$ cat config.mk
export PLATFORM = sky130hd
export DESIGN_NAME = miniCalc
export DESIGN_NICKNAME = d
export VERILOG_FILES = /design/src/hdl/calcPkg.sv /design/src/hdl/segmentDecoder.sv /design/src/hdl/bcdConverter.sv /design/src/hdl/statusDisplay.sv /design/src/hdl/stackCore.sv /design/src/hdl/calcController.sv /design/src/hdl/miniCalc.sv
export SDC_FILE = /design/constraint.sdc
export NUM_CORES = 2
export LEC_CHECK = 0
export ABC_AREA = 1
export BUFFER_PORTS_ARGS = -buffer_cell sky130_fd_sc_hd__buf_4
export CAP_MARGIN = 20
export CORE_ASPECT_RATIO = 1.1
export CORE_MARGIN = 2
export CORE_UTILIZATION = 33
export DETAILED_ROUTE_END_ITERATION = 12
export HOLD_SLACK_MARGIN = 0.02
export PLACE_DENSITY = 0.5
export SYNTH_ARGS = -nofsm -noshare
export SYNTH_HDL_FRONTEND = slang
export SYNTH_SLANG_ARGS = --single-unit
$ cat constraint.sdc
create_clock -name Clk -period 13.3 [get_ports Clk]
set_input_delay 2.66 -clock Clk [delete_from_list [all_inputs] [get_ports Clk]]
set_output_delay 2.66 -clock Clk [all_outputs]
set_load 0.02 [all_outputs]
$ cat src/hdl/calcPkg.sv
`default_nettype none

package calcPkg;

    // Stack word and the narrower views of it
    typedef logic [31:0] word_t;
    typedef logic [7:0]  byte_t;
    typedef logic [15:0] half_t;

    // One decimal digit
    typedef logic [3:0] bcd_t;

    // Bit 6 is segment a, bit 0 is segment g, lit when high
    typedef logic [6:0] segments_t;

    typedef logic [7:0] led_t;

    // Core command codes
    typedef enum logic [7:0]
    {
        PushLow = 8'h01,
        Pop     = 8'h02,
        Copy    = 8'h03,
        Add     = 8'h04,
        Sub     = 8'h05,
        Mul     = 8'h06,
        Swap    = 8'h09,
        PushHi  = 8'h21,
        Clear   = 8'h80
    } opcode_t;

    // Button controller states
    typedef enum logic [1:0]
    {
        Idle    = 2'd0,
        Execute = 2'd1,
        Wait    = 2'd2
    } ctrlState_t;

endpackage

`default_nettype wire

$ cat src/hdl/segmentDecoder.sv
`timescale 1ns/1ps
`default_nettype none

module segmentDecoder
(
    input  wire calcPkg::bcd_t  digit,
    input  wire                 blank,
    output calcPkg::segments_t  segments
);

    always_comb
    begin
        if (blank)
            segments = '0;
        else
        begin
            case (digit)
                4'd0: segments = 7'b1111110;
                4'd1: segments = 7'b0110000;
                4'd2: segments = 7'b1101101;
                4'd3: segments = 7'b1111001;
                4'd4: segments = 7'b0110011;
                4'd5: segments = 7'b1011011;
                4'd6: segments = 7'b1011111;
                4'd7: segments = 7'b1110000;
                4'd8: segments = 7'b1111111;
                4'd9: segments = 7'b1111011;
                // Not a decimal digit
                default: segments = '0;
            endcase
        end
    end

endmodule

`default_nettype wire

$ cat src/hdl/bcdConverter.sv
`timescale 1ns/1ps
`default_nettype none

module bcdConverter
(
    input  wire calcPkg::half_t value,
    output calcPkg::bcd_t       digit3,
    output calcPkg::bcd_t       digit2,
    output calcPkg::bcd_t       digit1,
    output calcPkg::bcd_t       digit0
);

    // Four digits only, the carry out of the thousands is dropped
    logic [15:0] bcd;

    always_comb
    begin
        bcd = '0;
        for (int i = 15; i >= 0; i--)
        begin
            for (int d = 0; d < 4; d++)
            begin
                if (bcd[4*d +: 4] >= 4'd5)
                    bcd[4*d +: 4] = bcd[4*d +: 4] + 4'd3;
            end
            bcd = {bcd[14:0], value[i]};
        end
    end

    assign digit3 = bcd[15:12];
    assign digit2 = bcd[11:8];
    assign digit1 = bcd[7:4];
    assign digit0 = bcd[3:0];

endmodule

`default_nettype wire

$ cat src/hdl/statusDisplay.sv
`timescale 1ns/1ps
`default_nettype none

module statusDisplay
#(
    parameter int StackAddrWidth = 3
)
(
    input  wire                      Clk,
    input  wire                      rst,
    input  wire calcPkg::word_t      stackFirst,
    input  wire [StackAddrWidth:0]   stackSize,
    input  wire                      stackEmpty,
    input  wire                      opError,
    input  wire                      btnOutputHi,
    output calcPkg::led_t            led,
    output wire calcPkg::segments_t  disp3,
    output wire calcPkg::segments_t  disp2,
    output wire calcPkg::segments_t  disp1,
    output wire calcPkg::segments_t  disp0
);

    calcPkg::half_t shownHalf;
    logic           blank;
    calcPkg::bcd_t  digit3;
    calcPkg::bcd_t  digit2;
    calcPkg::bcd_t  digit1;
    calcPkg::bcd_t  digit0;

    always_ff @(posedge Clk)
    begin
        if (rst)
        begin
            led   <= '0;
            blank <= 1'b1;
        end
        else
        begin
            // Error on the top LED, depth below it
            led   <= {opError, 7'(stackSize)};
            blank <= stackEmpty;
        end
    end

    always_ff @(posedge Clk)
    begin
        shownHalf <= btnOutputHi ? stackFirst[31:16] : stackFirst[15:0];
    end

    bcdConverter u_bcdConverter
    (
        .value  (shownHalf),
        .digit3 (digit3),
        .digit2 (digit2),
        .digit1 (digit1),
        .digit0 (digit0)
    );

    segmentDecoder u_segDecoder3 (.digit(digit3), .blank(blank), .segments(disp3));
    segmentDecoder u_segDecoder2 (.digit(digit2), .blank(blank), .segments(disp2));
    segmentDecoder u_segDecoder1 (.digit(digit1), .blank(blank), .segments(disp1));
    segmentDecoder u_segDecoder0 (.digit(digit0), .blank(blank), .segments(disp0));

endmodule

`default_nettype wire

$ cat src/hdl/stackCore.sv
`timescale 1ns/1ps
`default_nettype none

module stackCore
#(
    parameter int StackAddrWidth = 3
)
(
    input  wire                        Clk,
    input  wire                        rst,
    input  wire calcPkg::opcode_t      opcode,
    input  wire calcPkg::word_t        operand,
    input  wire                        execute,
    output logic                       done,
    output calcPkg::word_t             stackFirst,
    output logic [StackAddrWidth:0]    stackSize,
    output logic                       stackEmpty,
    output logic                       opError
);

    localparam int Depth = 1 << StackAddrWidth;
    localparam logic [StackAddrWidth:0] DepthCount = (StackAddrWidth + 1)'(Depth);
    localparam logic [StackAddrWidth:0] OneCount = (StackAddrWidth + 1)'(1);

    calcPkg::word_t stackMem [Depth];

    logic [StackAddrWidth-1:0] freeIdx;
    logic [StackAddrWidth-1:0] topIdx;
    logic [StackAddrWidth-1:0] secIdx;
    calcPkg::word_t            first;
    calcPkg::word_t            second;
    logic                      stackFull;
    logic                      hasTwo;

    logic                      wrA;
    logic [StackAddrWidth-1:0] wrAddrA;
    calcPkg::word_t            wrDataA;
    logic                      wrSec;
    calcPkg::word_t            wrDataSec;
    logic [StackAddrWidth:0]   nextSize;
    logic                      fault;
    logic                      clearError;

    // Full stack wraps freeIdx to zero and topIdx to the last slot
    assign freeIdx    = stackSize[StackAddrWidth-1:0];
    assign topIdx     = freeIdx - StackAddrWidth'(1);
    assign secIdx     = freeIdx - StackAddrWidth'(2);
    assign first      = stackMem[topIdx];
    assign second     = stackMem[secIdx];
    assign stackEmpty = (stackSize == '0);
    assign stackFull  = (stackSize == DepthCount);
    assign hasTwo     = (stackSize > OneCount);
    assign stackFirst = stackEmpty ? '0 : first;

    always_comb
    begin
        wrA        = 1'b0;
        wrAddrA    = freeIdx;
        wrDataA    = operand;
        wrSec      = 1'b0;
        wrDataSec  = first;
        nextSize   = stackSize;
        fault      = 1'b0;
        clearError = 1'b0;
        if (execute)
        begin
            case (opcode)
                calcPkg::PushLow, calcPkg::Copy:
                begin
                    if (stackFull || (opcode == calcPkg::Copy && stackEmpty))
                        fault = 1'b1;
                    else
                    begin
                        wrA      = 1'b1;
                        wrDataA  = (opcode == calcPkg::Copy) ? first : operand;
                        nextSize = stackSize + OneCount;
                    end
                end
                calcPkg::PushHi:
                begin
                    fault   = stackEmpty;
                    wrA     = !stackEmpty;
                    wrAddrA = topIdx;
                    wrDataA = {first[23:0], operand[7:0]};
                end
                calcPkg::Pop:
                begin
                    if (stackEmpty)
                        fault = 1'b1;
                    else
                        nextSize = stackSize - OneCount;
                end
                calcPkg::Swap:
                begin
                    fault   = !hasTwo;
                    wrA     = hasTwo;
                    wrAddrA = topIdx;
                    wrDataA = second;
                    wrSec   = hasTwo;
                end
                calcPkg::Add, calcPkg::Sub, calcPkg::Mul:
                begin
                    if (!hasTwo)
                        fault = 1'b1;
                    else
                    begin
                        wrSec    = 1'b1;
                        nextSize = stackSize - OneCount;
                        case (opcode)
                            calcPkg::Add: wrDataSec = second + first;
                            calcPkg::Sub: wrDataSec = second - first;
                            default:      wrDataSec = second * first;
                        endcase
                    end
                end
                calcPkg::Clear:
                begin
                    nextSize   = '0;
                    clearError = 1'b1;
                end
                default: ;
            endcase
        end
    end

    always_ff @(posedge Clk)
    begin
        if (wrA)
            stackMem[wrAddrA] <= wrDataA;
        if (wrSec)
            stackMem[secIdx] <= wrDataSec;
    end

    always_ff @(posedge Clk)
    begin
        if (rst)
        begin
            stackSize <= '0;
            opError   <= 1'b0;
            done      <= 1'b0;
        end
        else
        begin
            stackSize <= nextSize;
            done      <= execute;
            if (clearError)
                opError <= 1'b0;
            else if (fault)
                opError <= 1'b1;
        end
    end

    assert property (@(posedge Clk) disable iff (rst) stackSize <= DepthCount);

endmodule

`default_nettype wire

$ cat src/hdl/calcController.sv
`timescale 1ns/1ps
`default_nettype none

module calcController
(
    input  wire                 Clk,
    input  wire                 rst,
    input  wire calcPkg::byte_t switch,
    input  wire                 btnPushLow,
    input  wire                 btnPushHi,
    input  wire                 btnExecute,
    input  wire                 btnOutputHi,
    input  wire                 done,
    output calcPkg::opcode_t    opcode,
    output calcPkg::word_t      operand,
    output logic                execute
);

    calcPkg::ctrlState_t state;

    logic             cmdValid;
    calcPkg::opcode_t cmdOpcode;
    calcPkg::word_t   cmdOperand;

    // Button priority decode
    always_comb
    begin
        cmdValid   = 1'b1;
        cmdOpcode  = calcPkg::Add;
        cmdOperand = '0;
        if (btnPushLow)
        begin
            cmdOpcode  = calcPkg::PushLow;
            cmdOperand = calcPkg::word_t'(switch);
        end
        else if (btnPushHi)
        begin
            cmdOpcode  = calcPkg::PushHi;
            cmdOperand = calcPkg::word_t'(switch);
        end
        else if (btnExecute && btnOutputHi)
        begin
            cmdOpcode = calcPkg::Clear;
        end
        else if (btnExecute)
        begin
            case (switch[2:0])
                3'b000: cmdOpcode = calcPkg::Add;
                3'b001: cmdOpcode = calcPkg::Sub;
                3'b010: cmdOpcode = calcPkg::Mul;
                3'b101: cmdOpcode = calcPkg::Pop;
                3'b110: cmdOpcode = calcPkg::Copy;
                3'b111: cmdOpcode = calcPkg::Swap;
                // Divide and modulo slots, no divider here
                default: cmdValid = 1'b0;
            endcase
        end
        else
        begin
            cmdValid = 1'b0;
        end
    end

    always_ff @(posedge Clk)
    begin
        if (rst)
        begin
            state   <= calcPkg::Idle;
            execute <= 1'b0;
        end
        else
        begin
            case (state)
                calcPkg::Idle:
                begin
                    if (cmdValid)
                    begin
                        state   <= calcPkg::Execute;
                        execute <= 1'b1;
                    end
                end
                calcPkg::Execute:
                begin
                    state   <= calcPkg::Wait;
                    execute <= 1'b0;
                end
                calcPkg::Wait:
                begin
                    if (done)
                        state <= calcPkg::Idle;
                end
                default:
                begin
                    state   <= calcPkg::Idle;
                    execute <= 1'b0;
                end
            endcase
        end
    end

    // Command held stable while the core works on it
    always_ff @(posedge Clk)
    begin
        if (state == calcPkg::Idle && cmdValid)
        begin
            opcode  <= cmdOpcode;
            operand <= cmdOperand;
        end
    end

    assert property (@(posedge Clk) disable iff (rst) execute |=> !execute);

    // Core answers only while a command is in flight
    assert property (@(posedge Clk) disable iff (rst) (state == calcPkg::Idle) |-> !done);

endmodule

`default_nettype wire

$ cat src/hdl/miniCalc.sv
`timescale 1ns/1ps
`default_nettype none

module miniCalc
#(
    parameter int StackAddrWidth = 3
)
(
    input  wire                Clk,
    input  wire                rst,
    input  wire calcPkg::byte_t switch,
    input  wire                btnPushLow,
    input  wire                btnPushHi,
    input  wire                btnExecute,
    input  wire                btnOutputHi,
    output wire calcPkg::led_t  led,
    output wire calcPkg::segments_t disp3,
    output wire calcPkg::segments_t disp2,
    output wire calcPkg::segments_t disp1,
    output wire calcPkg::segments_t disp0
);

    calcPkg::opcode_t          opcode;
    calcPkg::word_t            operand;
    logic                      execute;
    logic                      done;
    calcPkg::word_t            stackFirst;
    logic [StackAddrWidth:0]   stackSize;
    logic                      stackEmpty;
    logic                      opError;

    calcController u_calcController
    (
        .Clk         (Clk),
        .rst         (rst),
        .switch      (switch),
        .btnPushLow  (btnPushLow),
        .btnPushHi   (btnPushHi),
        .btnExecute  (btnExecute),
        .btnOutputHi (btnOutputHi),
        .done        (done),
        .opcode      (opcode),
        .operand     (operand),
        .execute     (execute)
    );

    stackCore #(.StackAddrWidth(StackAddrWidth)) u_stackCore
    (
        .Clk        (Clk),
        .rst        (rst),
        .opcode     (opcode),
        .operand    (operand),
        .execute    (execute),
        .done       (done),
        .stackFirst (stackFirst),
        .stackSize  (stackSize),
        .stackEmpty (stackEmpty),
        .opError    (opError)
    );

    statusDisplay #(.StackAddrWidth(StackAddrWidth)) u_statusDisplay
    (
        .Clk         (Clk),
        .rst         (rst),
        .stackFirst  (stackFirst),
        .stackSize   (stackSize),
        .stackEmpty  (stackEmpty),
        .opError     (opError),
        .btnOutputHi (btnOutputHi),
        .led         (led),
        .disp3       (disp3),
        .disp2       (disp2),
        .disp1       (disp1),
        .disp0       (disp0)
    );

endmodule

`default_nettype wire

=== Word level (Yosys, flattened, before mapping) ===
Memory sizes are Yosys's and may differ from the RTL's.
Cells that the tools add are included.

* Bits in read-only memories: 448
* Memories: 5
* Input bits: 14
* Memory bits (writable): 256
* Register bits: 74

* Mux-type cells: 87
* Multiply operators: 1
* Order comparisons: 35
* Equality and inequality tests: 22
* Bitwise logic cells: 2
* Add/sub/neg operators: 40
* Reduce and logical (&&, ||, !) cells: 21

{| class="wikitable"
|+ Memories
! name !! words !! width !! rd ports !! clocked after Yosys merged registers in !! wr ports !! line !! RTL
|-
| u_stackCore.stackMem || 8 || 32 || 2 || 0 || 2 || stackCore.sv:25 || <nowiki>calcPkg::word_t stackMem [Depth];</nowiki>
|-
| (no name shown) || 16 || 7 || 1 || 0 || 0 || segmentDecoder.sv:17 || <nowiki>case (digit)</nowiki>
|-
| (no name shown) || 16 || 7 || 1 || 0 || 0 || segmentDecoder.sv:17 ||
|-
| (no name shown) || 16 || 7 || 1 || 0 || 0 || segmentDecoder.sv:17 ||
|-
| (no name shown) || 16 || 7 || 1 || 0 || 0 || segmentDecoder.sv:17 ||
|}

{| class="wikitable"
|+ Operator list
! kind !! count
|-
| $mux W32 || 7
|-
| $mux W4 || 33
|-
| $ge A4 B3 Y1 const B || 30
|-
| $add A4 B2 Y4 const B || 27
|-
| $pmux W32 S3 || 1
|-
| $pmux W32 S2 || 1
|-
| $add A32 B32 Y32 || 1
|-
| $mul A32 B32 Y32 || 1
|-
| $mux W8 || 4
|-
| $sub A32 B32 Y32 || 1
|-
| $mux W7 || 4
|-
| $eq A8 B3 Y1 const B || 3
|-
| $mux W1 || 20
|-
| $pmux W4 S5 || 1
|-
| $mux W3 || 6
|-
| $eq A8 B2 Y1 const B || 2
|-
| $mux W16 || 1
|-
| $pmux W4 S4 || 1
|-
| $add A3 B2 Y3 const B || 4
|-
| $add A3 B2 Y4 const B || 3
|-
| $ge A3 B3 Y1 const B || 4
|-
| $eq A3 B3 Y1 const B || 3
|-
| $eq A8 B1 Y1 const B || 1
|-
| $eq A8 B4 Y1 const B || 1
|-
| other kinds (34) || 48
|}

=== Longest topological paths before layout ===
An unclocked memory read counts as a cell.

* Depth in word-level cells: 28
* Gate-level depth with buffers: 102
* Depth with buffers taken out: 102

=== Hierarchy ===
A second synthesis with hierarchy kept.

* Cell total of the unflattened synthesis: 5992
* Area total of the unflattened synthesis: 42263.0 um^2

{| class="wikitable"
|+ Modules (own cells, without submodules)
! module !! sequential area each (um^2) !! area an instance (um^2) !! cells an instance !! times used
|-
| stackCore || 7807.5 || 36366.1 || 5011 || 1
|-
| bcdConverter || 0.0 || 3464.6 || 656 || 1
|-
| calcController || 480.5 || 922.1 || 93 || 1
|-
| statusDisplay || 440.4 || 754.5 || 89 || 1
|-
| segmentDecoder (u_statusDisplay.u_segDecoder0 ...) || 0.0 || 190.2 || 36 || 3
|-
| segmentDecoder (u_statusDisplay.u_segDecoder3) || 0.0 || 185.2 || 35 || 1
|}

=== Worst setup path before layout ===
No wires, ideal clock.

* Path type: reg2out
* Start: register u_statusDisplay.shownHalf[14]
* End: output port disp3[3]
* Arrival: 10.944 ns
* Required time: 10.640 ns
* Stages on the path, launching flop included: 84
* Path slack: -0.304 ns
* Path buffers: 0
* Cells stage by stage: dfxtp_1 inv_1 ha_1 inv_1 nand2_4 nand3_1 nand2_1 inv_1 ha_1 inv_1 or2_1 nand2_4 nand2_4 nand2_1 nand2_2 ha_1 or2_2 nand3_4 [48 not listed] or2_2 nand2_1 nand2_2 xor2_1 ha_1 inv_1 o211ai_2 nand2_1 xor2_2 ha_1 nand2_1 nand3_1 nand2_2 xor2_1 ha_1 nor2_1 nor2_1 nor2_1

* Word-level cells in the longest chain between the ends: 28

{| class="wikitable"
|+ RTL lines
! element !! line !! RTL
|-
| start: declaration || statusDisplay.sv:23 || <nowiki>calcPkg::half_t shownHalf;</nowiki>
|-
| start signal: assignment || statusDisplay.sv:47 || <nowiki>shownHalf <= btnOutputHi ? stackFirst[31:16] : stackFirst[15:0];</nowiki>
|-
| $add A3 B2 Y4 / $ge A3 B3 Y1 (equally long branches) || bcdConverter.sv:24, bcdConverter.sv:23 ||
|-
| $mux W4 (*) || bcdConverter.sv:23 || <nowiki>if (bcd[4*d +: 4] >= 4'd5)</nowiki>
|-
| $add A4 B2 Y4 / $ge A4 B3 Y1 (equally long branches) || bcdConverter.sv:24, bcdConverter.sv:23 ||
|-
| $mux W4 || bcdConverter.sv:23 ||
|-
| $ge A4 B3 Y1 / $add A4 B2 Y4 (equally long branches) || bcdConverter.sv:23, bcdConverter.sv:24 ||
|-
| $mux W4 || bcdConverter.sv:23 ||
|-
| $add A4 B2 Y4, or another cell as far along || bcdConverter.sv:24 || <nowiki>bcd[4*d +: 4] = bcd[4*d +: 4] + 4'd3;</nowiki>
|-
| $mux W4 || bcdConverter.sv:23 ||
|-
| [12 not listed] || -- ||
|-
| $add A4 B2 Y4, or another cell as far along || bcdConverter.sv:24 ||
|-
| $mux W4 / $mux W3 (equally long branches) || bcdConverter.sv:23 ||
|-
| $add A4 B2 Y4, or another cell as far along || bcdConverter.sv:24 ||
|-
| $mux W4 / $mux W3 (equally long branches) || bcdConverter.sv:23 ||
|-
| $add A4 B2 Y4, or another cell as far along || bcdConverter.sv:24 ||
|-
| $mux W4 / $mux W3 (equally long branches) || bcdConverter.sv:23 ||
|-
| $mem_v2 Z16 W7 (*) || -- ||
|-
| $mux W7 (*) || segmentDecoder.sv:13 || <nowiki>if (blank)</nowiki>
|-
| end: declaration || miniCalc.sv:17 || <nowiki>output wire calcPkg::segments_t disp3,</nowiki>
|}

Mark *: on every way between the ends. The rest lies on a longest branch, timed or not.

=== Worst setup path after layout ===
* Start: register u_statusDisplay.shownHalf[14]
* End: output port disp3[1]

Same word-level chain as after synthesis.

==> impl_metrics.json <==
{
  "total_clock_buffers_created_by_cts": 39,
  "yosysWarningCount": 0,
  "finalSetupTns_ns": 0,
  "root_buffer": "sky130_fd_sc_hd__clkbuf_16",
  "period_needed_ns": 13.10,
  "timing.fmax_mhz": 76.3,
  "synth_edf_count": 270,
  "crit_arrival_ns": 10.44,
  "number_of_antenna_violations_at_the_first_check_in_global_routing": 1,
  "htree_num_levels": 2,
  "dp_hpwl_um": 103000,
  "postSynthAreaPerCell_um2": 7.31,
  "syn_area_um2": 40300,
  "post-route-period-util": 0.985,
  "tritoncts_num_sinks": 301,
  "chipWidth_um": 337,
  "crit_path_max_incr_delay_ns": 0.33,
  "crit_path_end_kind": "output pin",
  "grt_first_pass_wirelength_um": 221000,
  "run_status": "completed",
  "core_um2": 121000,
  "grt_start_max_net_pins": 186,
  "number_of_global_route_vias_before_repair": 36600,
  "timing.critical_path.slowest_stage_cell": "sky130_fd_sc_hd__dfxtp_2",
  "detail_route.wl_per_cell_um": 20.0,
  "initial_utilization": 0.332,
  "synth-main-ff-cell": "sky130_fd_sc_hd__edfxtp_1",
  "detail-route-antenna-nets": 0,
  "ios": 50,
  "skew_ns": 0.0347,
  "drcViolationCount": 0,
  "floorplan.die_area_um2": 125000,
  "design.final.nets": 6329,
  "most-common-layout-cells": "sky130_fd_sc_hd__nand2_1 (1342), sky130_fd_sc_hd__inv_1 (875), sky130_fd_sc_hd__o21ai_0 (537), sky130_fd_sc_hd__fa_1 (409), sky130_fd_sc_hd__nor2_1 (346)",
  "setup.worst_path.class": "flip-flop to output pin",
  "drt-total-wl_um": 146000,
  "max_cap_viol_count": 0,
  "drive_gt1_frac": 0.161,
  "port-buffer-count": 46,
  "timing.slew.headroom": 0.214,
  "crit_path_frequent_cell": "sky130_fd_sc_hd__inv_2",
  "area.growth.synth_to_final_pct": 17.4,
  "netlist_instances": 5505,
  "cts_tree": "yes",
  "crit_path_max_fanout": 4,
  "critical_path_required_ns": 10.64,
  "min-delay-path-class": "flip-flop to flip-flop",
  "clock_latency_ns": 0.59,
  "overflow": 0,
  "routed_via_density": 5.05,
  "cp-start-kind": "flip-flop",
  "placement_rows": 134,
  "drtIter0Drc": 3032,
  "vias": 37000,
  "report.final.setup_viol": 0,
  "layout.cells.most_common": "sky130_fd_sc_hd__nand2_1",
  "report.final.hold_viol_count": 0,
  "final.fill_count": 12600,
  "worst_slew_pin_slew_ns": 1.17,
  "r2r_setup_slack_ns": 1.42,
  "die_h_um": 370,
  "drv_slew": 0,
  "cts-root-to-sink-buffers": 3,
  "synth_sequential_area_ratio": 0.217,
  "ys_async_sr_fraction": 0,
  "cts.clk_slew.worst_paths_ns": 0.06,
  "gpl.final_weighted_congestion": 0.916,
  "library_cells_used_by_synthesis": 54,
  "synth_seq_cells": 301,
  "n_antenna_cell": 0,
  "post_cts_hold_buffer_count": 0,
  "drt_pass1_iterations": 6,
  "rsz0062_at_grt": "yes",
  "global_route_usage_over_all_layers": 0.233
}
## worst paths after layout
| check | startpoint | end | cells past startpoint |
|---|---|---|---|
| max | u_statusDisplay.shownHalf[14] | disp3[1] | 89 |
| min | u_stackCore.opError | u_statusDisplay.led[7] | 2 |
| max reg2reg | u_stackCore.stackSize[1] | u_stackCore.stackMem[4][30] | 55 |
| min reg2reg | u_stackCore.opError | u_statusDisplay.led[7] | 2 |
## cell usage after synthesis (38+ instances only)
| cell type | n | area (um^2) |
|---|---|---|
| sky130_fd_sc_hd__edfxtp_1 | 270 | 8110 |
| sky130_fd_sc_hd__nor2_1 | 374 | 1400 |
| sky130_fd_sc_hd__a21oi_1 | 253 | 1270 |
| sky130_fd_sc_hd__nand2_2 | 68 | 425 |
| sky130_fd_sc_hd__clkbuf_1 | 213 | 800 |
| sky130_fd_sc_hd__ha_1 | 240 | 3000 |
| sky130_fd_sc_hd__nand2_1 | 1402 | 5260 |
| sky130_fd_sc_hd__buf_1 | 38 | 143 |
| sky130_fd_sc_hd__o21ai_0 | 553 | 2770 |
| sky130_fd_sc_hd__xor2_1 | 81 | 709 |
| sky130_fd_sc_hd__inv_1 | 922 | 3460 |
| sky130_fd_sc_hd__nand3_1 | 273 | 1370 |
| sky130_fd_sc_hd__fa_1 | 409 | 8190 |
## flip-flops by register name (all words and copies together), names as in the netlist, 2 cells and up
name / count
u_calcController.opcode: 6
u_calcController.operand: 8
u_calcController.state: 2
u_stackCore.stackMem: 256
u_stackCore.stackSize: 4
u_statusDisplay.led: 5
u_statusDisplay.shownHalf: 16
## logic make-up (layout without fill, tap and decap cells)
family | Yosys count | in the layout | synth area share
adder cells (fa/ha/maj) | 649 | 649 | 0.278
buffers and inverters | 1241 | 1424 | 0.116
other | 1 | 3 | 0.0000931
XOR/XNOR | 126 | 126 | 0.0292
AND/OR/NAND/NOR | 2239 | 2239 | 0.234
flip-flops | 301 | 301 | 0.217
AO/OA/AOI/OAI | 948 | 948 | 0.126
## layout make-up
type                       count  area (um^2)  area share
inverter                     987         3730      0.0789
timing repair buffer         372         2920      0.0618
sequential                   301         8740       0.185
tap                         1632         2040      0.0432
clock inverter                20          251     0.00532
clock buffer                  45         1020      0.0215
multi-input combinational   3965        28600       0.605
## layer usage
| layer | part of all wire | up-vias | global-route usage |
|---|---|---|---|
| met5 | 0 | - | 0 |
| met4 | 0.036 | 0 | 0.0760 |
| met3 | 0.065 | 245 | 0.0284 |
| met2 | 0.47 | 1176 | 0.390 |
| met1 | 0.43 | 18000 | 0.312 |
| li1 | - | 17600 | - |
## per-stage QoR
step	setup slack (ns)	hold slack (ns)	std cells	area, um^2	util
6_report	0.198	0.456	7322	47300	0.390
5_1_grt	-0.483	0.512	7322	47300	0.390
4_1_cts	0.00343	0.464	7272	45800	0.378
3_5_place_dp	-0.366	0.451	7146	43500	0.359
3_3_place_gp	-0.137	0.449	7144	43500	0.359
2_1_floorplan	0.00204	0.411	5507	40400	-
## worst max-delay path: cells and delay by family, from the launching register on
kind | cells | cell delay [ns]
AND/OR/NAND/NOR | 48 | 5.23
AO/OA/AOI/OAI | 3 | 0.29
XOR/XNOR | 4 | 0.82
buffers and inverters | 20 | 0.95
adder cells (fa/ha/maj) | 14 | 2.20
flip-flops | 1 | 0.33
## timing repair
item / CTS / global route
gates resized for setup: 127 / 257
pin swaps: 72 / 129
hold endpoints to repair: 0 / 0
endpoints found under the setup margin: 28 / 28
buffers inserted: 61 / 44
Power is not shown: default switching activity piles up to over one toggle a cycle in this logic, so the estimate is an artifact.
